**src/rvPkg.sv**
```systemverilog
package rvPkg;

    typedef logic [63:0] xlenT;
    typedef logic [31:0] instT;
    typedef logic [4:0]  regAddrT;
    typedef logic [7:0]  byteMaskT;
    typedef logic [6:0]  opcodeT;
    typedef logic [2:0]  funct3T;
    typedef logic [6:0]  funct7T;

    localparam opcodeT opLoad   = 7'b0000011;
    localparam opcodeT opStore  = 7'b0100011;
    localparam opcodeT opImm    = 7'b0010011;
    localparam opcodeT opImm32  = 7'b0011011;
    localparam opcodeT opReg    = 7'b0110011;
    localparam opcodeT opReg32  = 7'b0111011;
    localparam opcodeT opBranch = 7'b1100011;
    localparam opcodeT opLui    = 7'b0110111;
    localparam opcodeT opAuipc  = 7'b0010111;
    localparam opcodeT opJal    = 7'b1101111;
    localparam opcodeT opJalr   = 7'b1100111;

    // access width in funct3[1:0], bit 2 marks zero extension
    typedef enum funct3T {
        f3Byte   = 3'b000,
        f3Half   = 3'b001,
        f3Word   = 3'b010,
        f3Double = 3'b011,
        f3ByteU  = 3'b100,
        f3HalfU  = 3'b101
    } funct3LoadStoreT;

endpackage

```
**src/regFile.sv**
```systemverilog
`timescale 1ns/1ps

module regFile (
    input                  clk,
    input                  rstN,
    input  rvPkg::regAddrT rs1Addr,
    input  rvPkg::regAddrT rs2Addr,
    output rvPkg::xlenT    rs1Data,
    output rvPkg::xlenT    rs2Data,
    input  logic           we,
    input  rvPkg::regAddrT wAddr,
    input  rvPkg::xlenT    wData
);

    rvPkg::xlenT regs [32];

    always_ff @(posedge clk or negedge rstN) begin
        if (!rstN) begin
            regs <= '{default: '0};
        end else if (we && wAddr != 5'd0) begin   // x0 stays zero
            regs[wAddr] <= wData;
        end
    end

    assign rs1Data = regs[rs1Addr];
    assign rs2Data = regs[rs2Addr];

endmodule

```
**config.mk**
```make
export PLATFORM = sky130hd
export DESIGN_NAME = regFile
export DESIGN_NICKNAME = d
export VERILOG_FILES = /design/src/rvPkg.sv /design/src/regFile.sv
export SDC_FILE = /design/constraint.sdc
export NUM_CORES = 2
export LEC_CHECK = 0
export BUFFER_PORTS_ARGS = -buffer_cell sky130_fd_sc_hd__buf_2
export CORE_MARGIN = 2
export CORE_UTILIZATION = 43
export DETAILED_ROUTE_END_ITERATION = 8
export GPL_TIMING_DRIVEN = 0
export SLEW_MARGIN = 20
export SYNTH_ARGS = -nofsm -noshare
export SYNTH_HDL_FRONTEND = slang
export SYNTH_SLANG_ARGS = --single-unit
```
**constraint.sdc**
```tcl
create_clock -name clk -period 2.5 [get_ports clk]
set_input_delay 0.125 -clock clk [delete_from_list [all_inputs] [get_ports clk]]
set_output_delay 0.125 -clock clk [all_outputs]
set_load 0.05 [all_outputs]
```
# After elaboration in Yosys (flattened, before gate mapping)
# Cells that the tools add are included.
# op_classes
n_mux	9
multipliers	0
eq_ne	0
n_reduce_logical	3
n_div	0
n_bitwise	3
magnitude_cmp	4
addsub	0
shift	0
# op_table
op	count
2048-bit bitwise mux	1
64-bit binary-select mux with 5-bit select	2
64-bit demux with 5-bit select	1
64-bit 2-to-1 mux	5
6-bit >= comparator (second input constant)	3
5-bit inverter with 6-bit output	3
6-bit by 1-bit less-than comparator with 1-bit output (second input constant)	1
5-bit nonzero test	1
1-bit logical AND	2
# totals
elab_cells	51
mem_bits_rw	0
latch_bits	0
ff_bits	2048
inputBits	82
mem_bits_ro	0
memories	0

# Logic depth before layout (Yosys ltp)
# depth
depth_word	6
mapped_depth	9
depth_no_buf	4

# Worst setup path after synthesis
# Ideal clock, no wire load.
# synth_timing
path_type	input to output
start	in rs2Addr[0]
end	out rs2Data[20]
cell_stages	8
arrival_time_ns	2.687
path_buffers	6
required_time_ns	2.375
slack_ns	-0.312
cell_sequence	buf_2 buf_4 buf_4 buf_2 buf_4 clkbuf_1 a211oi_1 o31ai_1
# synth_between
elab_chain_cells	4
# synth_lines
element	line_no	text
start: declaration	regFile.sv:7	input rvPkg::regAddrT rs2Addr,
5-bit inverter with 6-bit output (not written as such)	regFile.sv:26	assign rs2Data = regs[rs2Addr];
64-bit binary-select mux with 5-bit select	regFile.sv:26	
64-bit 2-to-1 mux (not written as such) (2 in series)	regFile.sv:26	
end: declaration	regFile.sv:9	output rvPkg::xlenT rs2Data,
# Every way passes these cells. The select of a mux whose other input is x is not followed.

# Worst setup path after layout
# layout_timing
start	in rs2Addr[2]
end	out rs2Data[18]
# The elaborated chain is that of the path after synthesis.

==> flow_summary_export.csv <==
group,metric,value,unit
setup_path,setup.worst_path.end_class,"output pin",
cells_and_area,num-fill-cells,20400,
clocking,clock_pin_slew_on_the_worst_setup_and_hold_paths,0.06,ns
power,cell_internal_pwr,74.1,mW
placement,gp_weighted_congestion,0.975,
global_routing,grtUsageTotal,0.405,
cells_and_area,finalNetCount,7380,
die,initial_utilization,0.433,
timing,postLayoutSetupSlackWorst,-0.509,ns
setup_path,timing.setup.critical_path_class,"in2out",
yosys,yosys_register_bits,2048,
yosys,mappedNetlistNets,6594,
yosys,syn_inst,6512,
cells_and_area,most_common_library_cell_in_the_layout_ignoring_fill_and_taps,"dfrtp_1",
clocking,cts_max_level,4,
timing,post-route-period-util,1.20,
global_routing,first_global_vias,75600,
power,power_per_cell_area,823,mW/mm^2
min_path,holdCritPathClass,"in2reg",
timing,timing_max_transition_violations_final,0,
placement,hpwl,350000,microns
routing,via_count,77300,
routing,via_per_inst,7.13,
clocking,root_buffer,"clkbuf_16",
placement,port_buffers,201,
power,total_switching_power,32.6,mW
cells_and_area,area_overhead_vs_synth,20.4,%
power,switching_portion_of_total_power,0.305,
clocking,clk-insertion-delay-late,0.92,ns
power,finalPower,107,mW
yosys,ys_seq_area_frac,0.476,
yosys,post_synthesis_area_per_instance,16.5,sq um
outcome,run_status,"finished, violations left",
global_routing,grt_pass1_wl,685000,microns
global_routing,grt_remaining_overflow,0,
cells_and_area,seq_area,0.0512,sq mm
power,power_frac_comb,0.264,
routing,drt_first_iter_violations,11300,
cells_and_area,top_register,"regs",
timing,finalHoldViolations,0,
clocking,clock_tree.buffer_depth,3,
die,die_w,504,microns
timing,timing.fmax,332,MHz
cells_and_area,mostFrequentLayoutCells,"dfrtp_1 (2048), mux2_2 (2044), mux4_2 (1145)",
setup_path,critical_path.slowest_cell,"a221o_2",
setup_path,crit_path_cell_trace,"buf_2 -> buf_4 -> clkbuf_2 -> buf_12 -> mux4_2 -> mux2i_1 -> o22ai_1 -> a221o_2 -> buf_6",
setup_path,crit_path_max_fanout,10,
power,clkPwrFrac,0.321,
die,floorplan.core_area,0.249,sq mm
die,placement_rows,183,
flow_run,cap_viol_max_count,0,
timing,fin_clk_skew,0,ns
cells_and_area,multi_input_area,0.0548,sq mm
cells_and_area,ratio_of_cells_with_drive_above_1_in_the_final_layout,0.634,
yosys,ys.warnings.count,0,
outcome,failed_checks,"DRC, setup timing",
clocking,cts_made_buffers,223,
power,ir_worst_vdd,911,uV
setup_path,cp_data_required_time,2.38,ns
timing,report.final.setup_viol,352,
global_routing,grt_antenna_before_repair,46,
routing,drt_pre_antenna_iters,8,
timing,final.setup.tns,-61.42,ns
die,design.portCount,210,
setup_path,timing.critical_path.arrival,2.88,ns
clocking,clkSinkCount,2048,
die,die_area,0.254,sq mm
routing,route.final.wire_length,521000,microns
power,leakagePower,56.1,nW
cells_and_area,largest_registers,"regs x2048",
cells_and_area,max_ffs_per_register,2048,
routing,post_drt_wl_per_cell,48.1,microns
setup_path,max_stage_delay,0.44,ns
yosys,ys_types,30,
routing,routed_antenna_nets,0,
setup_path,critPathLaunchType,"primary input",
timing,tightest_slew,1.30,ns
timing,worst_slew_margin_rel,0.130,
global_routing,maximum_number_of_pins_on_one_net_before_global_route_repair,136,
timing,finalCriticalPeriod,3.01,ns
timing,rsz0062_at_grt,"yes",
clocking,cts_tree,"yes",
power,pwr-share-seq,0.414,
die,die_height,504,microns
yosys,cell_area_after_synthesis,0.108,sq mm
routing,drc,1,
## synthesized netlist by cell type
master	count	share of area
a211o_1	9	0.00073
a211oi_1	3	0.00021
a21oi_1	9	0.00042
a221o_1	26	0.0024
a221oi_1	34	0.0028
a22o_1	9	0.00073
and2_0	2	0.00012
and2_1	1	0.000058
and3_1	6	0.00035
buf_1	36	0.0013
buf_2	218	0.010
buf_4	27	0.0019
buf_6	5	0.00052
clkbuf_1	487	0.017
dfrtp_1	2048	0.48
inv_1	1	0.000035
mux2_2	2151	0.22
mux2i_1	144	0.013
mux4_2	1145	0.24
nand2_1	20	0.00070
nand2b_1	5	0.00029
nand3_1	6	0.00028
nand4_1	2	0.00012
nor2_1	27	0.00094
nor2b_1	20	0.0012
nor3_2	4	0.00037
nor3b_1	1	0.000070
o22a_1	3	0.00024
o22ai_1	60	0.0035
o31ai_1	3	0.00021
## cell families after synthesis
group | Yosys count | synth area share
buf+inv | 774 | 0.0308
mux | 3440 | 0.478
flops | 2048 | 0.476
compound gates | 156 | 0.0112
simple gates | 94 | 0.00445
## power groups by stage
stage          combinational [mW]  sequential, mW  clock [mW]
2_1_floorplan                17.4            42.8           0
3_3_place_gp                 23.5            44.2           0
3_5_place_dp                 24.7            44.5           0
4_1_cts                      27.2            43.9        34.3
5_1_grt                      29.0            44.8        35.6
6_report                     28.2            44.2        34.3
## path summary, 6_finish.rpt
| check | start | to | slack, ns | cells past startpoint |
|---|---|---|---|---|
| setup reg to reg | regs[537] | regs[537] | 1.49 | 3 |
| min in group asynchronous | rstN | regs[1912] | 0.48 | 4 |
| hold reg to reg | regs[2025] | regs[2025] | 0.47 | 1 |
| max in group asynchronous | rstN | regs[138] | 0.29 | 6 |
| setup / recovery | rs2Addr[2] | rs2Data[18] | -0.51 | 9 |
| hold / removal | wData[5] | regs[5] | 0.02 | 3 |
## critical path: cells and delay by family
| family | cells | cell delay, ns |
|---|---|---|
| AO/OA/AOI/OAI | 2 | 0.58 |
| buffers and inverters | 5 | 1.58 |
| multiplexers | 2 | 0.55 |
## per-stage QoR
step           setup slack [ns]  cells  instance area (sq um)   util  hold slack (ns)
6_report                 -0.509  10900                 130000  0.521           0.0173
4_1_cts                  -0.478  10800                 129000  0.517           0.0104
3_3_place_gp             -45.36  10000                 113000  0.454            0.398
5_1_grt                  -0.476  10800                 130000  0.521           0.0393
2_1_floorplan             0.109   6512                 108000      -           -0.171
3_5_place_dp              -2.40  10200                 117000  0.469           0.0781
## cell type report
cell class	instances	area share
Antenna cell	38	0.000733
Buffer	772	0.0370
Clock buffer	346	0.0525
Clock inverter	64	0.00487
Inverter	1	0.0000289
Multi-Input combinational cell	3690	0.423
Sequential cell	2048	0.395
Tap cell	3330	0.0321
Timing Repair Buffer	562	0.0549
## routing by layer
layer	up-vias	wire length, microns	global-route usage
met5	-	244	0.00432
met2	6456	215000	0.552
met1	41800	184000	0.494
met3	1874	73700	0.188
li1	27200	-	-
met4	14	49000	0.314
## repair_timing
action                                   CTS  global route
endpoints found under the hold margin   2536             0
buffers inserted                         118            37
cloned                                     0             2
gates resized for setup                  820           132
endpoints found under the setup margin   128           406
pin swaps                                 49            35
hold buffers                              72             0
Note: power is estimated with default switching activity, not from simulation.
