File: src/rvPkg.sv
package rvPkg;

    typedef logic [63:0] xlenT;
    typedef logic [31:0] instT;
    typedef logic [4:0]  regAddrT;
    typedef logic [7:0]  byteMaskT;
    typedef logic [6:0]  opcodeT;
    typedef logic [2:0]  funct3T;
    typedef logic [6:0]  funct7T;

    localparam opcodeT opLoad   = 7'b0000011;
    localparam opcodeT opStore  = 7'b0100011;
    localparam opcodeT opImm    = 7'b0010011;
    localparam opcodeT opImm32  = 7'b0011011;
    localparam opcodeT opReg    = 7'b0110011;
    localparam opcodeT opReg32  = 7'b0111011;
    localparam opcodeT opBranch = 7'b1100011;
    localparam opcodeT opLui    = 7'b0110111;
    localparam opcodeT opAuipc  = 7'b0010111;
    localparam opcodeT opJal    = 7'b1101111;
    localparam opcodeT opJalr   = 7'b1100111;

    // access width in funct3[1:0], bit 2 marks zero extension
    typedef enum funct3T {
        f3Byte   = 3'b000,
        f3Half   = 3'b001,
        f3Word   = 3'b010,
        f3Double = 3'b011,
        f3ByteU  = 3'b100,
        f3HalfU  = 3'b101
    } funct3LoadStoreT;

endpackage

File: src/memIf.sv
`timescale 1ns/1ps

interface memIf;

    rvPkg::xlenT     addr;
    rvPkg::xlenT     wdata;
    rvPkg::byteMaskT wmask;
    logic            we;
    rvPkg::xlenT     rdata;

    modport execUnit (
        output addr, wdata, wmask, we,
        input  rdata
    );

    modport dataMem (
        input  addr, wdata, wmask, we,
        output rdata
    );

endinterface

File: src/dataMem.sv
`timescale 1ns/1ps

module dataMem #(
    parameter int memWords = 64
) (
    input         clk,
    memIf.dataMem mem
);

    localparam int idxW = $clog2(memWords);

    rvPkg::xlenT words [memWords];
    logic [idxW-1:0] wordIdx;

    assign wordIdx = mem.addr[3 +: idxW];   // wraps past memWords

    always_ff @(posedge clk) begin
        if (mem.we) begin
            for (int i = 0; i < 8; i++) begin
                if (mem.wmask[i])
                    words[wordIdx][8*i +: 8] <= mem.wdata[8*i +: 8];
            end
        end
    end

    assign mem.rdata = words[wordIdx];

endmodule

File: src/flat_wrapper.sv
// flat-port wrapper written by rule: the top's interface ports become plain ports
module dataMem_flat 
#(
    parameter int memWords = 64
)
  (clk, mem_addr, mem_wdata, mem_wmask, mem_we, mem_rdata);
  memIf mem_i ();
  input clk;
  input wire logic [$bits(mem_i.addr)-1:0] mem_addr;
  input wire logic [$bits(mem_i.wdata)-1:0] mem_wdata;
  input wire logic [$bits(mem_i.wmask)-1:0] mem_wmask;
  input wire logic [$bits(mem_i.we)-1:0] mem_we;
  output wire logic [$bits(mem_i.rdata)-1:0] mem_rdata;
  assign mem_i.addr = mem_addr;
  assign mem_i.wdata = mem_wdata;
  assign mem_i.wmask = mem_wmask;
  assign mem_i.we = mem_we;
  assign mem_rdata = mem_i.rdata;
  dataMem #(.memWords(memWords)) u_core (.clk(clk), .mem(mem_i));
endmodule
File: config.mk
export PLATFORM = sky130hd
export DESIGN_NAME = dataMem_flat
export DESIGN_NICKNAME = d
export VERILOG_FILES = /design/src/rvPkg.sv /design/src/memIf.sv /design/src/dataMem.sv /design/src/flat_wrapper.sv
export SDC_FILE = /design/constraint.sdc
export NUM_CORES = 2
export LEC_CHECK = 0
export BUFFER_PORTS_ARGS = -buffer_cell sky130_fd_sc_hd__buf_2
export CAP_MARGIN = 25
export CORE_MARGIN = 3
export CORE_UTILIZATION = 46
export CTS_BUF_LIST = sky130_fd_sc_hd__clkbuf_16
export CTS_CLUSTER_DIAMETER = 80
export CTS_CLUSTER_SIZE = 10
export DETAILED_ROUTE_END_ITERATION = 8
export SYNTH_ARGS = -nofsm -noshare
export SYNTH_HDL_FRONTEND = slang
export SYNTH_SLANG_ARGS = --single-unit
File: constraint.sdc
create_clock -name clk -period 2.2 [get_ports clk]
set_clock_uncertainty 0.05 [all_clocks]
set_input_delay 0.22 -clock clk [delete_from_list [all_inputs] [get_ports clk]]
set_output_delay 0.22 -clock clk [all_outputs]
set_load 0.01 [all_outputs]
; After elaboration in Yosys (flattened, before gate mapping)
; Memories as Yosys holds them, arrays and structs flattened.
; Cells that the tools add are included.
[word_totals]
regBits = 0
memories = 1
input_bits = 138
mem_bits_rw = 4096
[mem_list]
columns = memory, words, word_bits, rd, rd_clocked_by_memory_dff, wr, line
row1 = u_core.words, 64, 64, 1, 0, 1, dataMem.sv:12  ; rvPkg::xlenT words [memWords];
[op_classes]
mux = 24
[op_table]
columns = cell, count
row1 = $mux 1, 24

; Longest topological paths before layout
[depth]
depth_word = 3
depth_mapped = 11
depth_no_buf = 6

; Worst setup path after synthesis
; OpenSTA, ideal clock, no wires.
[synth_timing]
path_type = in2reg
start = input mem_addr[7]
end = memory u_core.words[11][0] (netlist name) (enable)
setup_slack_ps = -172
cell_stages = 8
t_arrival_ps = 1952
required_ps = 1780
setup_ps = 370
path_cell_list = clkbuf_2 nand2b_1 or2_2 clkbuf_1 clkbuf_1 clkbuf_1 buf_1 nor2_1
[synth_lines]
columns = element, line
row1 = start: declaration, flat_wrapper.sv:9  ; input wire logic [$bits(mem_i.addr)-1:0] mem_addr;
row2 = end: declaration, dataMem.sv:12
; Straight into the memory's write port.

; Worst setup path after layout
[layout_timing]
start = memory u_core.words[11][7] (netlist name)
end = output mem_rdata[7]
[layout_between]
elab_chain_len = 1
[layout_lines]
columns = element, line
row1 = $mem_v2 64x64, --
row2 = end: declaration, flat_wrapper.sv:13  ; output wire logic [$bits(mem_i.rdata)-1:0] mem_rdata;
; No other way between the ends.

==> results.md <==
* Cell at the slowest stage of the critical path: sky130_fd_sc_hd__a2111o_1
* Setup repair after global routing missed its margin: yes
* Die X-Extent at around 590 µm
* Biggest registers after layout: u_core.words (4096)
* Met1 Usage GRT at 0.3638
* Net Sw Frac at 0.2184
* Final setup violation count at 64
* Hold/Removal Path Class: in2reg
* Total die area at 349600 µm²
* Static leakage at 62.96 nW
* Maximum level of the CTS H-tree at 5
* Clock sink total at 4096
* Iter 0 DRT Violations at 11820
* Power Dens Cells at 837.0 nW/µm²
* Final worst-path cycle share at 1.549
* Initial Util at 0.4631
* Total routing resource utilization after global routing at 0.2653
* Logic pwr share at 0.073
* Largest net degree at the start of global routing at slightly below 90
* Seq cells post-synth at 4096
* Average instance area after synthesis at between 15 and 20 µm²
* Kind of cell adding the most delay to the critical path: compound AO/OA/AOI/OAI gates
* Leading cell types in the layout, fill and taps excluded: sky130_fd_sc_hd__edfxtp_1, sky130_fd_sc_hd__buf_4, sky130_fd_sc_hd__a22oi_1
* Post-synth ARST share at 0
* Layout fillers at approximately 26000
* Run status: complete, but fails checks
* Number of antenna violations at the first check in global routing at 32
* Sequential fraction of design power at 0.533
* Fraction of layout cells with a size suffix above 1 at 0.3058
* Mapped cell area at 157600 µm²
* Kind of end point of the critical path: output pin
* Buffer and inverter count on the worst path at 2
* Post-Synthesis Net Count at 9200
* Most common library cell in the layout ignoring fill and taps: sky130_fd_sc_hd__edfxtp_1
* Summed area of non-filler cells in the final layout at slightly below 200000 µm²
* Switching power of the nets at 35.36 mW
* Detailed-router iteration count before antenna repair at 6
* Worst-case setup margin in the final layout at -1.209 ns
* Clock buffer count from CTS at 448
* Number of rows created at floorplan at 214
* Delay of the slowest cell on the worst path at 0.56 ns
* Required time of the worst setup path at slightly below 2 ns
* CP arrival at between 3 and 4 ns
* Total via count after detailed routing at 95090
* Total grt overflow at 0
* Unique masters post-synth at 58
* Placeable core region at between 300000 and 400000 µm²
* Number of flip-flops in the largest register at roughly 4100
* Count of pins on the block boundary at 202
* Final layout net count at 10750
* Final Hold Vio Count at 0
* Worst rel slew slack at 0.3724
* Critical Path Source Type: register
* Number of nets still failing antenna checks after routing at 0
* Routed wire length per instance at between 30 and 40 µm
* Via count of the first global-routing pass at between 90000 and 100k
* Maximum number of buffers from clock root to sink at 4
* CTS clock-pin slew for the worst setup and hold paths at 0.06 ns
* Weighted congestion at the end of routability-driven global placement at 0.9045
* Global-route met3 utilization at 0.04066
* Hold path cells at 6
* Clock network fraction of total power at 0.394
* GR met2 Demand/Resource at 0.4288
* Placed Area at 177900 µm²
* Gate count after technology mapping at 9062
* DRC violations left at 0
* CTS tree: done
* HPWL after detailed placement at 312.7 mm
* Number of enable-type register cells in the synthesized netlist at 4096
* Pins over their slew limit at 0
* Total wirelength of the detailed-routed design at between 400 and 500 mm
* Number of I/O port buffers at 143
* Worst hold path endpoint: u_core.words[9][32]
* Slew at the pin with the worst max-slew slack at 0.9414 ns
* Register containing the most flip-flops in the final layout: u_core.words
* Worst hold margin at 0.09860 ns
* Leading register cell type out of synthesis: sky130_fd_sc_hd__edfxtp_1
* Ratio of routed vias to standard cells at 6.265
* FMAX at 0.2934 GHz
* Violations in the final reports: negative setup slack
* Internal power of the cells at 126.6 mW
* Biggest fanout along the worst timing path at 1
* Post-layout min period at 3.409 ns
* Warning count from the yosys run at 0
* Sequential cell area fraction in the yosys report at 0.7805
* Count of max-cap constraint violations at 0
* Busiest metal layer after global routing: met2
* Vertical extent of the die at 591.3 µm
* Min-Delay Startpoint: mem_wmask[4]
* Path type of the worst setup path: reg2out
* Critical Path, Cell by Cell: a22oi_1 > buf_4 > o22ai_1 > nor4_1 > o211ai_1 > a2111o_1 > buf_6
* Syn-to-layout area delta at 22.78%
* Wire length of the first global-routing pass at a little under 700 mm
* Maximum vdd drop at around 650 µV
* Root Buffer Master: sky130_fd_sc_hd__clkbuf_16
worst max-delay path by stage:
stage                                     from                    to  slack, ns  cells after the start
after floorplan                    mem_addr[7]  u_core.words[21][40]      -0.13                      8
after global placement             mem_addr[6]         mem_rdata[39]      -1.45                     10
after detailed placement           mem_addr[6]         mem_rdata[39]      -1.43                     11
after CTS                 u_core.words[57][61]         mem_rdata[61]      -1.30                      9
after global routing       u_core.words[11][7]          mem_rdata[7]      -1.28                      7
final                      u_core.words[11][7]          mem_rdata[7]      -1.21                      7
Yosys cell counts (11+ instances only):
library cell | count | area share
sky130_fd_sc_hd__or3_1 | 32 | 0.0013
sky130_fd_sc_hd__mux2_2 | 233 | 0.017
sky130_fd_sc_hd__nor2_1 | 686 | 0.016
sky130_fd_sc_hd__nor3_1 | 64 | 0.0020
sky130_fd_sc_hd__buf_4 | 34 | 0.0016
sky130_fd_sc_hd__mux4_2 | 148 | 0.021
sky130_fd_sc_hd__a221oi_1 | 629 | 0.035
sky130_fd_sc_hd__a221oi_2 | 21 | 0.0020
sky130_fd_sc_hd__o21ai_1 | 22 | 0.00070
sky130_fd_sc_hd__buf_1 | 102 | 0.0024
sky130_fd_sc_hd__o211ai_1 | 59 | 0.0028
sky130_fd_sc_hd__a22oi_1 | 676 | 0.032
sky130_fd_sc_hd__nand2_1 | 243 | 0.0058
sky130_fd_sc_hd__a22o_1 | 36 | 0.0020
sky130_fd_sc_hd__mux2i_1 | 268 | 0.017
sky130_fd_sc_hd__a21oi_1 | 291 | 0.0092
sky130_fd_sc_hd__buf_2 | 209 | 0.0066
sky130_fd_sc_hd__a2bb2oi_1 | 29 | 0.0016
sky130_fd_sc_hd__or4_1 | 29 | 0.0014
sky130_fd_sc_hd__a211oi_1 | 70 | 0.0033
sky130_fd_sc_hd__clkbuf_1 | 334 | 0.0080
sky130_fd_sc_hd__nor2b_1 | 35 | 0.0014
sky130_fd_sc_hd__o221ai_1 | 11 | 0.00061
sky130_fd_sc_hd__and2_1 | 12 | 0.00048
sky130_fd_sc_hd__buf_6 | 32 | 0.0023
sky130_fd_sc_hd__nor4_1 | 31 | 0.0012
sky130_fd_sc_hd__o22ai_1 | 275 | 0.011
sky130_fd_sc_hd__o21ai_0 | 260 | 0.0083
sky130_fd_sc_hd__edfxtp_1 | 4096 | 0.78
sky130_fd_sc_hd__a2111o_1 | 29 | 0.0021
per-layer routing:
| metal | up-vias | routed length (µm) |
|---|---|---|
| li1 | 40290 | - |
| met1 | 49170 | 187300 |
| met2 | 4743 | 225800 |
| met3 | 895 | 40020 |
| met4 | 0 | 20830 |
| met5 | - | 0 |
power groups by stage:
stage               registers [mW]  clock network [mW]  logic (mW)
floorplan                     87.9                   0        4.43
global placement              87.8                   0        10.7
detailed placement            87.9                   0        10.9
CTS                           86.3                64.7        11.6
global route                  86.3                67.7        12.3
finish                        86.3                63.8        11.8
per-stage QoR:
stage | power (mW) | utilization | setup slack, ns | std cells | TNS, ns
finish | 161.9 | 0.5685 | -1.209 | 15180 | -65.89
global route | 166.3 | 0.5685 | -1.279 | 15170 | -71.39
CTS | 162.6 | 0.5652 | -1.303 | 15170 | -70.48
detailed placement | 98.72 | 0.5228 | -1.429 | 14640 | -1537.72
global placement | 98.54 | 0.5227 | -1.452 | 14640 | -1515.10
floorplan | 92.31 | - | -0.1329 | 9062 | -200.00
logic make-up (layout without fill, tap and decap cells):
logic type	after synthesis	count (layout)	synth area share
flip-flops	4096	4096	0.7805
AO/OA/AOI/OAI	2432	2432	0.1120
AND/OR/NAND/NOR	1170	1170	0.03154
multiplexers	650	650	0.05492
buffers and inverters	714	2285	0.02101
other	0	9	0
cell type report:
cell class	instances	area [µm²]	share of cell area
diodes	9	22.52	0.0001164
inverters	2	20.02	0.0001035
clock buffers	454	11360	0.05872
repair buffers	1809	17820	0.09210
clock inverters	20	311.5	0.001610
flip-flops and latches	4096	123000	0.6357
multi-input cells	4252	35280	0.1823
well taps	4536	5675	0.02933
what timing repair did:
| action | in CTS | in global routing |
|---|---|---|
| endpoints found under the setup margin | 64 | 64 |
| hold buffers | 64 | 0 |
| pin swaps | 167 | 126 |
| hold endpoints to repair | 3920 | 0 |
| resized for setup | 458 | 203 |
| setup buffers | 2 | 3 |
Note: power is estimated with default switching activity, not from simulation.
